`src/hw/hc_consts.svh`:
```
`ifndef HC_CONSTS_SVH
`define HC_CONSTS_SVH

// Width of one data line moved between host and client
`define HC_LINE_BITS 64

// Host addresses count whole lines, not bytes
`define HC_ADDR_BITS 32

// Lines in each of the receive and transmit rings
`define HC_RING_LINES 8

// Running ring index, one bit wider than the ring position so that a
// full ring and an empty ring can be told apart
`define HC_IDX_BITS 4

// Read tag width, taken from the low bits of the running receive index
`define HC_TAG_BITS 4

// Entries in each line buffer, and the receive read credit limit
`define HC_BUF_DEPTH 4

`endif

```
`src/hw/hc_pkg.sv`:
```
`default_nettype none

`include "hc_consts.svh"

package hc_pkg;

    // One data line
    typedef logic [`HC_LINE_BITS-1:0] t_hc_line;

    // Configuration written by the host over CSRs
    typedef struct packed {
        logic [`HC_ADDR_BITS-1:0] rx_base;
        logic [`HC_ADDR_BITS-1:0] tx_base;
        logic [`HC_ADDR_BITS-1:0] status_addr;
        logic                     enable;
        // Receive producer index as last written by the host
        logic [`HC_IDX_BITS-1:0]  rx_prod_idx;
    } t_hc_csr;

    // Read request on the host read channel
    typedef struct packed {
        logic [`HC_ADDR_BITS-1:0] addr;
        logic [`HC_TAG_BITS-1:0]  tag;
    } t_hc_rd_req;

    // Read response, returned by the host in request order
    typedef struct packed {
        t_hc_line                data;
        logic [`HC_TAG_BITS-1:0] tag;
    } t_hc_rd_rsp;

    // Write request on the host write channel
    typedef struct packed {
        logic [`HC_ADDR_BITS-1:0] addr;
        t_hc_line                 data;
    } t_hc_wr_req;

    // Status line content, placed in the low bits of a line
    typedef struct packed {
        logic [`HC_IDX_BITS-1:0] rx_cons_idx;
        logic [`HC_IDX_BITS-1:0] tx_prod_idx;
    } t_hc_status;

endpackage

`default_nettype wire

```
`src/hw/hc_fifo_from_host.sv`:
```
`timescale 1ns/1ps
`default_nettype none

`include "hc_consts.svh"

module hc_fifo_from_host
   (
    input  logic               clk,
    input  logic               reset_n,

    input  hc_pkg::t_hc_csr    csr,

    // Host read channel, already registered in the top level
    input  logic               rd_almost_full,
    output hc_pkg::t_hc_rd_req rd_req,
    output logic               rd_req_valid,
    input  hc_pkg::t_hc_rd_rsp rd_rsp,
    input  logic               rd_rsp_valid,

    // Client side
    output hc_pkg::t_hc_line   rx_data,
    output logic               rx_rdy,
    input  logic               rx_enable,

    // One pulse per line taken by the client
    output logic               rx_consumed
    );

    import hc_pkg::*;

    localparam int RING_BITS = $clog2(`HC_RING_LINES);
    localparam int CNT_BITS = $clog2(`HC_BUF_DEPTH + 1);

    // Running index of the next ring slot to read
    logic [`HC_IDX_BITS-1:0] rd_idx;

    // Reads issued whose response has not come back yet
    logic [CNT_BITS-1:0] in_flight;
    logic [CNT_BITS-1:0] buf_count;
    logic [CNT_BITS:0]   used;

    logic issue;
    logic take;
    logic buf_not_empty;

    // --------------------
    // Read issue
    // --------------------

    // Credits cover lines in flight and lines waiting in the buffer, so
    // every response is guaranteed a free buffer slot
    assign used = {1'b0, in_flight} + {1'b0, buf_count};

    // A read goes out while the host has announced lines not yet fetched
    assign issue = csr.enable &&
                   (rd_idx != csr.rx_prod_idx) &&
                   !rd_almost_full &&
                   (used < (CNT_BITS + 1)'(`HC_BUF_DEPTH));

    assign rd_req.addr = csr.rx_base + `HC_ADDR_BITS'(rd_idx[RING_BITS-1:0]);
    assign rd_req.tag = rd_idx[`HC_TAG_BITS-1:0];
    assign rd_req_valid = issue;

    always_ff @(posedge clk)
    begin
        if (!reset_n)
        begin
            rd_idx <= '0;
            in_flight <= '0;
        end
        else
        begin
            if (issue)
                rd_idx <= rd_idx + 1'b1;

            case ({issue, rd_rsp_valid})
                2'b10: in_flight <= in_flight + 1'b1;
                2'b01: in_flight <= in_flight - 1'b1;
                default: in_flight <= in_flight;
            endcase
        end
    end

    // --------------------
    // Delivery to client
    // --------------------

    // Responses arrive in request order, so they go straight into the buffer
    hc_line_buffer
      #(
        .t_entry(t_hc_line)
        )
      rx_buf
       (
        .clk(clk),
        .reset_n(reset_n),
        .push(rd_rsp_valid),
        .push_data(rd_rsp.data),
        .pop(take),
        .pop_data(rx_data),
        .not_empty(buf_not_empty),
        .count(buf_count)
        );

    assign rx_rdy = buf_not_empty;
    assign take = rx_enable && buf_not_empty;
    assign rx_consumed = take;

endmodule

`default_nettype wire

```
`src/hw/hc_fifo_to_host.sv`:
```
`timescale 1ns/1ps
`default_nettype none

`include "hc_consts.svh"

module hc_fifo_to_host
   (
    input  logic               clk,
    input  logic               reset_n,

    input  hc_pkg::t_hc_csr    csr,

    // Client side
    input  hc_pkg::t_hc_line   tx_data,
    input  logic               tx_enable,
    output logic               tx_rdy,

    // Request to the write arbiter, held until granted
    output hc_pkg::t_hc_wr_req wr_req,
    output logic               wr_req_pending,
    input  logic               wr_grant,

    // Pulses when a ring write has been handed to the host port
    output logic               tx_written
    );

    import hc_pkg::*;

    localparam int RING_BITS = $clog2(`HC_RING_LINES);
    localparam int CNT_BITS = $clog2(`HC_BUF_DEPTH + 1);

    // Running index of the next transmit ring slot to fill
    logic [`HC_IDX_BITS-1:0] tx_idx;

    logic [CNT_BITS-1:0] buf_count;
    logic                buf_not_empty;
    t_hc_line            head_line;

    // Client lines wait here until the write channel takes them
    hc_line_buffer
      #(
        .t_entry(t_hc_line)
        )
      tx_buf
       (
        .clk(clk),
        .reset_n(reset_n),
        .push(tx_enable),
        .push_data(tx_data),
        .pop(wr_grant),
        .pop_data(head_line),
        .not_empty(buf_not_empty),
        .count(buf_count)
        );

    // The client is held off only by a full buffer
    assign tx_rdy = (buf_count != CNT_BITS'(`HC_BUF_DEPTH));

    // The head line is always the one to write next
    assign wr_req.addr = csr.tx_base + `HC_ADDR_BITS'(tx_idx[RING_BITS-1:0]);
    assign wr_req.data = head_line;
    assign wr_req_pending = buf_not_empty && csr.enable;

    // The status manager counts a line only once its write is granted
    assign tx_written = wr_grant;

    always_ff @(posedge clk)
    begin
        if (!reset_n)
            tx_idx <= '0;
        else if (wr_grant)
            tx_idx <= tx_idx + 1'b1;
    end

endmodule

`default_nettype wire

```
`src/hw/hc_line_buffer.sv`:
```
`timescale 1ns/1ps
`default_nettype none

`include "hc_consts.svh"

module hc_line_buffer
  #(
    parameter type t_entry = logic
    )
   (
    input  logic                                  clk,
    input  logic                                  reset_n,

    input  logic                                  push,
    input  t_entry                                push_data,

    input  logic                                  pop,
    output t_entry                                pop_data,

    output logic                                  not_empty,
    output logic [$clog2(`HC_BUF_DEPTH + 1)-1:0]  count
    );

    localparam int PTR_BITS = $clog2(`HC_BUF_DEPTH);

    // Entry storage, written at the tail and read at the head
    t_entry mem [`HC_BUF_DEPTH];

    logic [PTR_BITS-1:0] wr_ptr;
    logic [PTR_BITS-1:0] rd_ptr;

    // The head entry is visible without a read cycle
    assign pop_data = mem[rd_ptr];
    assign not_empty = (count != '0);

    always_ff @(posedge clk)
    begin
        if (push)
            mem[wr_ptr] <= push_data;
    end

    // Pointers wrap explicitly so the depth need not be a power of two
    always_ff @(posedge clk)
    begin
        if (!reset_n)
        begin
            wr_ptr <= '0;
            rd_ptr <= '0;
            count <= '0;
        end
        else
        begin
            if (push)
                wr_ptr <= (wr_ptr == PTR_BITS'(`HC_BUF_DEPTH - 1)) ? '0 : wr_ptr + 1'b1;
            if (pop)
                rd_ptr <= (rd_ptr == PTR_BITS'(`HC_BUF_DEPTH - 1)) ? '0 : rd_ptr + 1'b1;

            // Simultaneous push and pop leave the occupancy unchanged
            if (push && !pop)
                count <= count + 1'b1;
            else if (pop && !push)
                count <= count - 1'b1;
        end
    end

endmodule

`default_nettype wire

```
`src/hw/hc_root.sv`:
```
`timescale 1ns/1ps
`default_nettype none

module hc_root
   (
    input  logic               clk,
    input  logic               reset_n,

    input  hc_pkg::t_hc_csr    csr,

    // Host read channel
    output hc_pkg::t_hc_rd_req rd_req,
    output logic               rd_req_valid,
    input  hc_pkg::t_hc_rd_rsp rd_rsp,
    input  logic               rd_rsp_valid,
    input  logic               rd_almost_full,

    // Host write channel
    output hc_pkg::t_hc_wr_req wr_req,
    output logic               wr_req_valid,
    input  logic               wr_almost_full,

    // Client receive side
    output hc_pkg::t_hc_line   rx_data,
    output logic               rx_rdy,
    input  logic               rx_enable,

    // Client transmit side
    input  hc_pkg::t_hc_line   tx_data,
    output logic               tx_rdy,
    input  logic               tx_enable
    );

    import hc_pkg::*;

    // --------------------
    // Host entry registers
    // --------------------

    t_hc_rd_rsp rd_rsp_q;
    logic       rd_rsp_valid_q;
    logic       rd_almost_full_q;
    logic       wr_almost_full_q;

    always_ff @(posedge clk)
    begin
        rd_rsp_q <= rd_rsp;
    end

    always_ff @(posedge clk)
    begin
        if (!reset_n)
        begin
            rd_rsp_valid_q <= 1'b0;
            rd_almost_full_q <= 1'b0;
            wr_almost_full_q <= 1'b0;
        end
        else
        begin
            rd_rsp_valid_q <= rd_rsp_valid;
            rd_almost_full_q <= rd_almost_full;
            wr_almost_full_q <= wr_almost_full;
        end
    end

    // --------------------
    // Host output registers
    // --------------------

    t_hc_rd_req rd_req_d;
    logic       rd_req_valid_d;
    t_hc_wr_req wr_req_d;
    logic       wr_req_valid_d;

    // Every signal toward the host leaves from a flop
    always_ff @(posedge clk)
    begin
        rd_req <= rd_req_d;
        wr_req <= wr_req_d;
    end

    always_ff @(posedge clk)
    begin
        if (!reset_n)
        begin
            rd_req_valid <= 1'b0;
            wr_req_valid <= 1'b0;
        end
        else
        begin
            rd_req_valid <= rd_req_valid_d;
            wr_req_valid <= wr_req_valid_d;
        end
    end

    // --------------------
    // Module wiring
    // --------------------

    t_hc_wr_req ring_req;
    logic       ring_pending;
    logic       ring_grant;
    t_hc_wr_req status_req;
    logic       status_pending;
    logic       status_grant;
    logic       rx_consumed;
    logic       tx_written;

    hc_fifo_from_host fifo_from_host
       (
        .clk(clk),
        .reset_n(reset_n),
        .csr(csr),
        .rd_almost_full(rd_almost_full_q),
        .rd_req(rd_req_d),
        .rd_req_valid(rd_req_valid_d),
        .rd_rsp(rd_rsp_q),
        .rd_rsp_valid(rd_rsp_valid_q),
        .rx_data(rx_data),
        .rx_rdy(rx_rdy),
        .rx_enable(rx_enable),
        .rx_consumed(rx_consumed)
        );

    hc_fifo_to_host fifo_to_host
       (
        .clk(clk),
        .reset_n(reset_n),
        .csr(csr),
        .tx_data(tx_data),
        .tx_enable(tx_enable),
        .tx_rdy(tx_rdy),
        .wr_req(ring_req),
        .wr_req_pending(ring_pending),
        .wr_grant(ring_grant),
        .tx_written(tx_written)
        );

    hc_status_manager status_manager
       (
        .clk(clk),
        .reset_n(reset_n),
        .csr(csr),
        .rx_consumed(rx_consumed),
        .tx_written(tx_written),
        .wr_req(status_req),
        .wr_req_pending(status_pending),
        .wr_grant(status_grant)
        );

    // Only the write channel is shared, the reader owns the read channel
    hc_write_arbiter write_arb
       (
        .clk(clk),
        .reset_n(reset_n),
        .wr_almost_full(wr_almost_full_q),
        .ring_req(ring_req),
        .ring_pending(ring_pending),
        .status_req(status_req),
        .status_pending(status_pending),
        .ring_grant(ring_grant),
        .status_grant(status_grant),
        .wr_req(wr_req_d),
        .wr_req_valid(wr_req_valid_d)
        );

endmodule

`default_nettype wire

```
`src/hw/hc_status_manager.sv`:
```
`timescale 1ns/1ps
`default_nettype none

`include "hc_consts.svh"

module hc_status_manager
   (
    input  logic               clk,
    input  logic               reset_n,

    input  hc_pkg::t_hc_csr    csr,

    // Index events from the ring reader and writer
    input  logic               rx_consumed,
    input  logic               tx_written,

    // Status-line write, held until granted
    output hc_pkg::t_hc_wr_req wr_req,
    output logic               wr_req_pending,
    input  logic               wr_grant
    );

    import hc_pkg::*;

    // Current indices and the snapshot most recently sent to the host
    t_hc_status cur_status;
    t_hc_status last_status;

    logic start_write;

    // A new write starts only when the previous one has been granted,
    // so changes seen meanwhile are picked up by the next snapshot
    assign start_write = csr.enable && !wr_req_pending && (cur_status != last_status);

    always_ff @(posedge clk)
    begin
        if (!reset_n)
        begin
            cur_status <= '0;
            last_status <= '0;
            wr_req_pending <= 1'b0;
        end
        else
        begin
            if (rx_consumed)
                cur_status.rx_cons_idx <= cur_status.rx_cons_idx + 1'b1;
            if (tx_written)
                cur_status.tx_prod_idx <= cur_status.tx_prod_idx + 1'b1;

            if (wr_grant)
                wr_req_pending <= 1'b0;
            else if (start_write)
            begin
                wr_req_pending <= 1'b1;
                last_status <= cur_status;
            end
        end
    end

    // The status sits in the low bits of the line, zeros above
    always_ff @(posedge clk)
    begin
        if (start_write)
        begin
            wr_req.addr <= csr.status_addr;
            wr_req.data <= `HC_LINE_BITS'(cur_status);
        end
    end

endmodule

`default_nettype wire

```
`src/hw/hc_write_arbiter.sv`:
```
`timescale 1ns/1ps
`default_nettype none

module hc_write_arbiter
   (
    input  logic               clk,
    input  logic               reset_n,

    // Registered throttle from the host write channel
    input  logic               wr_almost_full,

    input  hc_pkg::t_hc_wr_req ring_req,
    input  logic               ring_pending,
    input  hc_pkg::t_hc_wr_req status_req,
    input  logic               status_pending,

    output logic               ring_grant,
    output logic               status_grant,

    // Granted request, toward the output register
    output hc_pkg::t_hc_wr_req wr_req,
    output logic               wr_req_valid
    );

    // Set when the ring writer wins a tie, cleared after it is served
    logic prefer_ring;

    always_comb
    begin
        ring_grant = 1'b0;
        status_grant = 1'b0;

        // Nothing is granted while the host is near full
        if (!wr_almost_full)
        begin
            if (ring_pending && (!status_pending || prefer_ring))
                ring_grant = 1'b1;
            else if (status_pending)
                status_grant = 1'b1;
        end
    end

    assign wr_req = status_grant ? status_req : ring_req;
    assign wr_req_valid = ring_grant || status_grant;

    always_ff @(posedge clk)
    begin
        if (!reset_n)
            prefer_ring <= 1'b1;
        else if (ring_grant)
            prefer_ring <= 1'b0;
        else if (status_grant)
            prefer_ring <= 1'b1;
    end

endmodule

`default_nettype wire

```
`config.mk`:
```
export PLATFORM = sky130hd
export DESIGN_NAME = hc_root
export DESIGN_NICKNAME = d
export VERILOG_FILES = /design/src/hw/hc_pkg.sv /design/src/hw/hc_fifo_from_host.sv /design/src/hw/hc_fifo_to_host.sv /design/src/hw/hc_line_buffer.sv /design/src/hw/hc_root.sv /design/src/hw/hc_status_manager.sv /design/src/hw/hc_write_arbiter.sv
export VERILOG_INCLUDE_DIRS = /design/src /design/src/hw
export SDC_FILE = /design/constraint.sdc
export NUM_CORES = 1
export LEC_CHECK = 0
export ABC_AREA = 1
export BUFFER_PORTS_ARGS = -buffer_cell sky130_fd_sc_hd__clkbuf_2
export CAP_MARGIN = 20
export CORE_MARGIN = 1
export CORE_UTILIZATION = 40
export CTS_CLUSTER_SIZE = 40
export DETAILED_ROUTE_END_ITERATION = 10
export PLACE_DENSITY = 0.69
export SYNTH_ARGS = -nofsm -noshare
export SYNTH_HDL_FRONTEND = slang
export SYNTH_SLANG_ARGS = --single-unit
```
`constraint.sdc`:
```
create_clock -name clk -period 2.7 [get_ports clk]
set_input_delay 0 -clock clk [delete_from_list [all_inputs] [get_ports clk]]
set_output_delay 0 -clock clk [all_outputs]
set_load 0.05 [all_outputs]
```
==> results of run 1 <==
-- flip-flops by register name, summed over array words and instances (netlist names), 2 cells and up, named ones only --
register	cells
status_manager.last_status	8
fifo_to_host.tx_idx	3
fifo_from_host.in_flight	3
fifo_from_host.rx_buf.count	3
status_manager.cur_status	8
rd_req	36
fifo_from_host.rx_buf.rd_ptr	2
status_manager.wr_req	40
fifo_to_host.tx_buf.wr_ptr	2
wr_req	96
fifo_from_host.rx_buf.mem	256
fifo_to_host.tx_buf.mem	256
fifo_to_host.tx_buf.count	3
fifo_from_host.rx_buf.wr_ptr	2
fifo_to_host.tx_buf.rd_ptr	2
rd_rsp_q	64
fifo_from_host.rd_idx	4
-- placed cells by master, fill, tap and decap left out, types with 83 or more instances in the layout --
cell type / instances
sky130_fd_sc_hd__dlygate4sd3_1: 307
sky130_fd_sc_hd__clkbuf_2: 435
sky130_fd_sc_hd__inv_1: 144
sky130_fd_sc_hd__clkbuf_16: 83
sky130_fd_sc_hd__edfxtp_1: 552
sky130_fd_sc_hd__dfxtp_1: 242
sky130_fd_sc_hd__o22ai_1: 120
sky130_fd_sc_hd__nor2_1: 381
sky130_fd_sc_hd__nand2_1: 306
sky130_fd_sc_hd__o21ai_0: 280
-- metrics by stage --
| step | cells | instance area (µm²) | setup TNS, ns |
|---|---|---|---|
| 2_1_floorplan | 2410 | 29200 | 0 |
| 3_3_place_gp | 3723 | 32600 | 0 |
| 3_5_place_dp | 3723 | 32600 | 0 |
| 4_1_cts | 4185 | 38600 | 0 |
| 5_1_grt | 4188 | 38600 | -0.0161 |
| 6_report | 4190 | 38600 | 0 |
-- what timing repair did --
| action | 4_1_cts | 5_1_grt |
|---|---|---|
| setup buffers | 0 | 3 |
| endpoints found under the setup margin | 0 | 14 |
| hold buffers | 307 | 0 |
| gates resized for setup | 0 | 11 |
| endpoints found under the hold margin | 472 | 0 |
-- power by group through the flow --
stage,Combinational (µW),Clock (µW),Sequential [µW]
2_1_floorplan,5660,0,17700
3_3_place_gp,11000,0,15300
3_5_place_dp,11100,0,15400
4_1_cts,11500,11900,15100
5_1_grt,12300,12400,15300
6_report,11600,11700,15100
-- final cells by class --
| class | count | area [µm²] |
|---|---|---|
| multi-input cells | 1342 | 6630 |
| inverters | 163 | 614 |
| diodes | 2 | 5.00 |
| well taps | 950 | 1190 |
| clock inverters | 35 | 478 |
| fillers | 5871 | 33200 |
| flip-flops and latches | 799 | 21500 |
| clock buffers | 120 | 2360 |
| repair buffers | 779 | 5820 |
-- worst paths after layout --
check | cells past startpoint | slack [ns] | endpoint
setup / recovery | 14 | 0.10 | wr_req[92]
hold / removal | 2 | 0.04 | rd_rsp_q[36]
setup reg to reg | 14 | 0.10 | wr_req[92]
hold reg to reg | 0 | 0.41 | rd_req[0]
-- routing by layer --
layer	wire (µm)	track usage, %
met2	37300	34.0
met4	2780	8.56
met5	11	0
met1	30100	23.9
met3	4840	4.00
-- kinds of logic (layout without fill, tap and decap cells) --
logic type                 Yosys count  in the layout  share of synthesized area [%]
DFF                                799            799                           73.6
AOI/OAI and AO/OA                  461            461                           8.51
buffers and inverters              269           1097                           3.82
xor gates and xnor gates            54             54                           1.62
other                                0              2                              0
and+or+nand+nor                    797            797                           11.0
adders and majority gates           30             30                           1.41
==> run summary, run 1 <==
Once the floorplan was initialized, standard cells occupied 40.7% of the core. The ratio of total power to cell area came out at 994 nW/µm². Ranked by total cell area, the synthesized netlist is headed by sky130_fd_sc_hd__edfxtp_1 57%, sky130_fd_sc_hd__dfxtp_1 17%, sky130_fd_sc_hd__nor2_1 4.9%. For the total power after layout, the log shows 38400 µW. The width of the die was 272 µm; the placeable core region was 71900 µm². In the routed design, unresolved DRC markers number 0. The kind of path behind the tightest hold check is in -> reg. Once detailed placement completed, the half-perimeter wirelength came to 43300 µm.

The cell repeated most along the worst path was sky130_fd_sc_hd__nand2_1. The logs give 0.0360 ns for the final hold slack and 75000 µm for the wire length reported by the detailed router. The total buffers and inverters traversed by the critical path is 3.

The via density per instance works out to 4.95. Walking the worst path, the cells encountered are ha_2 > inv_1 > fa_1 > inv_1 > nand2_1 > nand2_1 > nand2_1 > nor2_4 > nand2_1 > nand2_1 > dlygate4sd3_1 > nand2_1 > nand2_1 > nand2_1. For the final worst setup slack, the log shows 0.103 ns. Reported leakage power: 0.0154 µW. The number of standard-cell rows in the floorplan came out at 98. The flow ran to the end, and the final reports show no timing, DRC or antenna violations. The run gives 3438 as the count of nets after finishing. The most instantiated flip-flop cell in the synthesis netlist is sky130_fd_sc_hd__edfxtp_1. Of all cell types, the one taking the most synthesized area is sky130_fd_sc_hd__edfxtp_1. The ratio of cells with drive above 1 in the final layout is 20.1%. Net switching is 36.9% of the power. The slowest stage of the critical path belongs to the cell sky130_fd_sc_hd__dlygate4sd3_1. The Yosys step of the flow raised 0 warnings. The async set-reset flop share out of synthesis came out at 0%.

Based on the critical path, the design can be clocked at up to 385 MHz. The average footprint of a synthesized cell works out to 12.1 µm². The most critical setup path has its startpoint at fifo_to_host.tx_idx[0]. For this run the aggregate overflow at the end of global routing stands at 0. The routability congestion estimate was 0.940. Among cell families on the critical path, the largest total delay comes from simple AND/OR/NAND/NOR gates. The number of pins exceeding their max-slew limit in the final report was 0. The run gives 0.438 ns as the worst-case setup slack after placement.

Cell internal power was estimated by the tool at 24200 µW. Overall via count from detail_route: 20700. The clock reaches the later pin of the worst-skew pair after 0.64 ns. Input and output buffers added on the ports amount to 435. Once detail routing completed, the nets flagged for antenna violations numbered 0.

The H-tree depth is 3. The proportion of power drawn by combinational gates was 30.1%. The root buffer cell chosen for the clock tree is sky130_fd_sc_hd__clkbuf_16. Across the run, the number of max-cap violations was 0. The number of endpoints with negative hold slack in the final report came out at 0. TritonCTS built the clock tree.

Sequential elements use 73.6% of the synthesized area. The final cycle utilization of the critical path was 96.2%. The synthesized design contains 552 enable-type register cells. Share of the core filled with cells: 53.7%.

The critical path launch point type is a register. The largest net degree at the start of global routing came out at 129. The worst setup path is captured at a register. For the finished layout, the period the worst path requires is 2.60 ns. The logs give 30.5% for the clock share of power and 114000 µm for the first-pass GRT wire length.

The worst-case IR drop observed on VDD is 742 µV. The tools report the number of clock sinks as 799. Summing every instance area after synthesis gives 29200 µm². The number of nets in the synthesized netlist is 2680.

The final setup violation count was 0; the data required time at the worst endpoint was 3.23 ns. The worst slew margin relative to its limit was 52.6%. The height of the die came out at 272 µm. The startpoint identified for the worst register-to-register timing path is fifo_to_host.tx_idx[0]. 440 I/O pins were placed. Synthesis produced 2410 cells. The largest buffer count on any clock path was 3. The largest incremental delay on the critical path works out to 0.57 ns.

At the worst endpoint, the arrival time is 3.13 ns. The flip-flop and latch count after synthesis is 799, and the layout-stage area growth over the synthesis result is 32.1%. The count of cell types in the netlist was 36. The commonest cells after synthesis are 552 x sky130_fd_sc_hd__edfxtp_1, 383 x sky130_fd_sc_hd__nor2_1, 310 x sky130_fd_sc_hd__nand2_1. After the first detailed-routing iteration, the DRC count stood at 1501.

For the number of buffers inserted during clock tree synthesis, the log shows 83. The most numerous cell in the Yosys netlist is sky130_fd_sc_hd__edfxtp_1. The peak fanout along the critical path is 9, and the routed length per instance is 17.9 µm. The proportion of power drawn by flip-flops and latches is 39.4%, and the largest clock skew in the final design is 0.0386 ns. At the pin with the least slew margin, the transition time is 0.710 ns. The clock-pin slew of the registers on the worst-case setup and hold paths works out to 0.06 ns. The setup path with the least slack is of type reg -> reg. The analysis attributes to net switching a power of 14200 µW.

The floorplan step defined a die boundary enclosing 74200 µm². The first TritonRoute pass finished after 6 iterations. The initial antenna violation count is 5, and the proportion of netlist area held by the largest area contributor is 56.7%. The startpoint identified for the worst hold timing path is rd_rsp[36]. Global routing used 19.7% of the available tracks. The via count of the first global-routing pass is 20700.
Note: power is estimated with default switching activity, not from simulation.
==> inputs of run 2 (changes only) <==
- CELL_PAD_IN_SITES_DETAIL_PLACEMENT: default -> 0
- CELL_PAD_IN_SITES_GLOBAL_PLACEMENT: default -> 1
- PLACE_DENSITY: 0.69 -> 0.81
==> run summary, run 2 (same netlist as run 1, synthesis figures left out) <==
The ratio of cells with drive above 1 in the final layout came out at 20.0% (-0.086 points). The count of nets after finishing was 3423 (-0.44%). The remaining global-route overflow is 0 (unchanged), and the DRC violations left is 0 (unchanged).

The worst setup path is launched from a register. The aggregate negative setup slack was 0 ns (unchanged). The routed length on met2 was 38000 µm (+1.9%). The run gives 74200 µm² (unchanged) as the area of the die.

The wire length reported by the detailed router was 75100 µm (+0.21%); the detailed-placement wirelength estimate was 45800 µm (+5.8%). Overall via count from detail_route: 20800 (+0.41%). The final cycle utilization of the critical path is 93.5% (-2.7 points), and the number of pins exceeding their max-slew limit in the final report is 0 (unchanged). The logs give 40.7% (unchanged) for the effective utilization at floorplan and 0.0140 ns (-0.0220 ns) for the final hold slack.

The top layer used by detailed routing was met5. The run gives 38300 µm² (-0.77%) as the area of all placed cells without fillers. Initial antenna violation count: 4 (-1). The run gives 0 (unchanged) as the number of endpoints with negative hold slack in the final report.

The number of buffers inserted during clock tree synthesis is 83 (unchanged). The amount of wire on met3 after detailed routing is 4020 µm (-17%). For the number of standard-cell rows in the floorplan, the log shows 98 (unchanged).

The overall routing resource usage is 20.0% (+0.22 points), and the clock share of power is 29.8% (-0.7 points). Via count of the first global-routing pass: 21300 (+3.3%). The largest net degree at the start of global routing is 129 (unchanged). Leaving out fill and tap cells, the most frequent cell in the layout is sky130_fd_sc_hd__edfxtp_1. The largest clock skew in the final design is 0.0255 ns (-0.0131 ns), and the peak fanout along the critical path is 7 (-2). The number of iterations in the first detailed-routing pass is 5 (-1), and the via density per instance is 4.99 (+0.73%).

The run gives 396 MHz (+2.9%) as the achievable frequency. For the reported leakage power, the log shows 0.0152 µW (-0.83%). For the met1 wire length, the log shows 29600 µm (-1.4%). The number of buffer cells added on primary ports is 435 (unchanged). The clock-pin slew of the registers on the worst-case setup and hold paths was 0.06 ns (about the same).

The worst slew margin relative to its limit came out at 47.3% (-5.4 points). The layout-stage area growth over the synthesis result works out to 31.1%. The height of the die works out to 272 µm (unchanged). The master cell of the clock root buffer was sky130_fd_sc_hd__clkbuf_16. Ratio of total power to cell area: 992 nW/µm² (-0.21%). The switching portion of total power came out at 37.2% (+0.28 points).

STA classifies the critical path endpoint as a register. TritonCTS built the clock tree. The routability congestion estimate is 0.851 (-9.5%), and the arrival time of data at the critical path endpoint is 3.10 ns (-0.03 ns).

The number of routed nets with antenna violations is 0 (unchanged), and the number of ports placed on the die boundary is 440 (unchanged). The final standard cell count with taps included and fillers excluded was 4177 (-0.31%); the number of DRC markers after the initial detailed-route iteration was 1315 (-12%). Worst ir drop on vdd: 744 µV (+0.26%).

Final setup violation count: 0 (unchanged). The run gives 0 (unchanged) as the number of max-capacitance violations reported. The actual slew at the worst max-slew pin is 0.791 ns (+0.0808 ns).

The path class of the tightest hold or removal check is in -> reg. The run gives 14100 µW (-0.23%) as the reported net switching power. The start-to-end type of the worst setup path was reg -> reg. The run gives 3 (unchanged) as the H-tree depth.

The largest registers in the layout are fifo_from_host.rx_buf.mem (256), fifo_to_host.tx_buf.mem (256), wr_req (96). The run gives 32600 µm² (-0.11%) as the post-placement cell area. The width of the die was 272 µm (unchanged). The flow ran to the end, and the final reports show no timing, DRC or antenna violations.

The shortest period the worst path allows is 2.52 ns (-0.0725 ns). For the proportion of power drawn by flip-flops and latches, the log shows 40.0% (+0.6 points). The insertion delay of the later-clocked pin in the worst-skew pair was 0.63 ns (about the same). The tools report the first-pass GRT wire length as 115000 µm (+0.98%).

The placeable core region came out at 71900 µm² (unchanged). The logs give 3.27 ns (+0.04 ns) for the data required time at the worst endpoint and 3725 (+0.054%) for the post-placement cell count. The run gives 23900 µW (-1.4%) as the internal cell power. Routed length per instance: 18.0 µm (+0.53%). The number of clock sinks is 799 (unchanged). The top cell types in the final layout, fill and taps aside, are 552 x sky130_fd_sc_hd__edfxtp_1, 435 x sky130_fd_sc_hd__clkbuf_2, 380 x sky130_fd_sc_hd__nor2_1. The largest buffer count on any clock path is 3 (unchanged).

The tools report the proportion of power drawn by combinational gates as 30.2% (about the same).
run 2: per-layer routing:
metal  vias up  global-route usage [%]
met5         -                       0
met4         2                    10.1
met3       196                    3.59
met2       666                    34.8
met1     10100                    23.6
li1       9847                       -
run 2: final cells by class:
class	instances	area, µm²
Antenna cell	5	12.5
Fill cell	5989	33500
Tap cell	950	1190
Timing Repair Buffer	764	5620
Inverter	163	614
Clock buffer	115	2300
Multi-Input combinational cell	1342	6620
Clock inverter	39	439
Sequential cell	799	21500
run 2: metrics by stage:
step	power [µW]	util [%]	worst slack, ns
final	38000	53.3	0.175
after global routing	39600	53.3	-0.0129
after CTS	38300	53.3	0.0302
after detailed placement	26600	45.4	0.396
after global placement	26300	45.4	0.399
after floorplan	23300	-	0.381
run 2: final timing paths:
check | start | end | slack (ns) | cells after the start
setup / recovery | fifo_from_host.rd_idx[0] | rd_req[14] | 0.18 | 10
hold / removal | rd_rsp[34] | rd_rsp_q[34] | 0.01 | 2
setup reg to reg | fifo_from_host.rd_idx[0] | rd_req[14] | 0.18 | 10
hold reg to reg | fifo_from_host.rd_idx[3] | rd_req[3] | 0.41 | 0
run 2: worst max-delay path, cell delays in order, from the launching register on:
cell and delay, ns:
sky130_fd_sc_hd__dfxtp_2 0.42, sky130_fd_sc_hd__ha_1 0.21, sky130_fd_sc_hd__inv_1 0.06, sky130_fd_sc_hd__fa_1 0.42
sky130_fd_sc_hd__nor2_1 0.12, sky130_fd_sc_hd__nor2_1 0.05, sky130_fd_sc_hd__nor2_2 0.18, sky130_fd_sc_hd__nand2_2 0.14
sky130_fd_sc_hd__nor2_4 0.14, sky130_fd_sc_hd__xor2_1 0.16, sky130_fd_sc_hd__dlygate4sd3_1 0.56
run 2: power by group through the flow:
stage	logic (µW)	clock network [µW]	registers, µW
CTS	11500	11500	15200
floorplan	5660	0	17700
finish	11500	11300	15200
global route	12300	12000	15300
global placement	10900	0	15400
detailed placement	11100	0	15400
run 2: what timing repair did:
item	in CTS	in global routing
buffers inserted	0	1
endpoints found under the hold margin	465	0
hold buffers	292	0
resized for setup	0	11
endpoints found under the setup margin	0	13
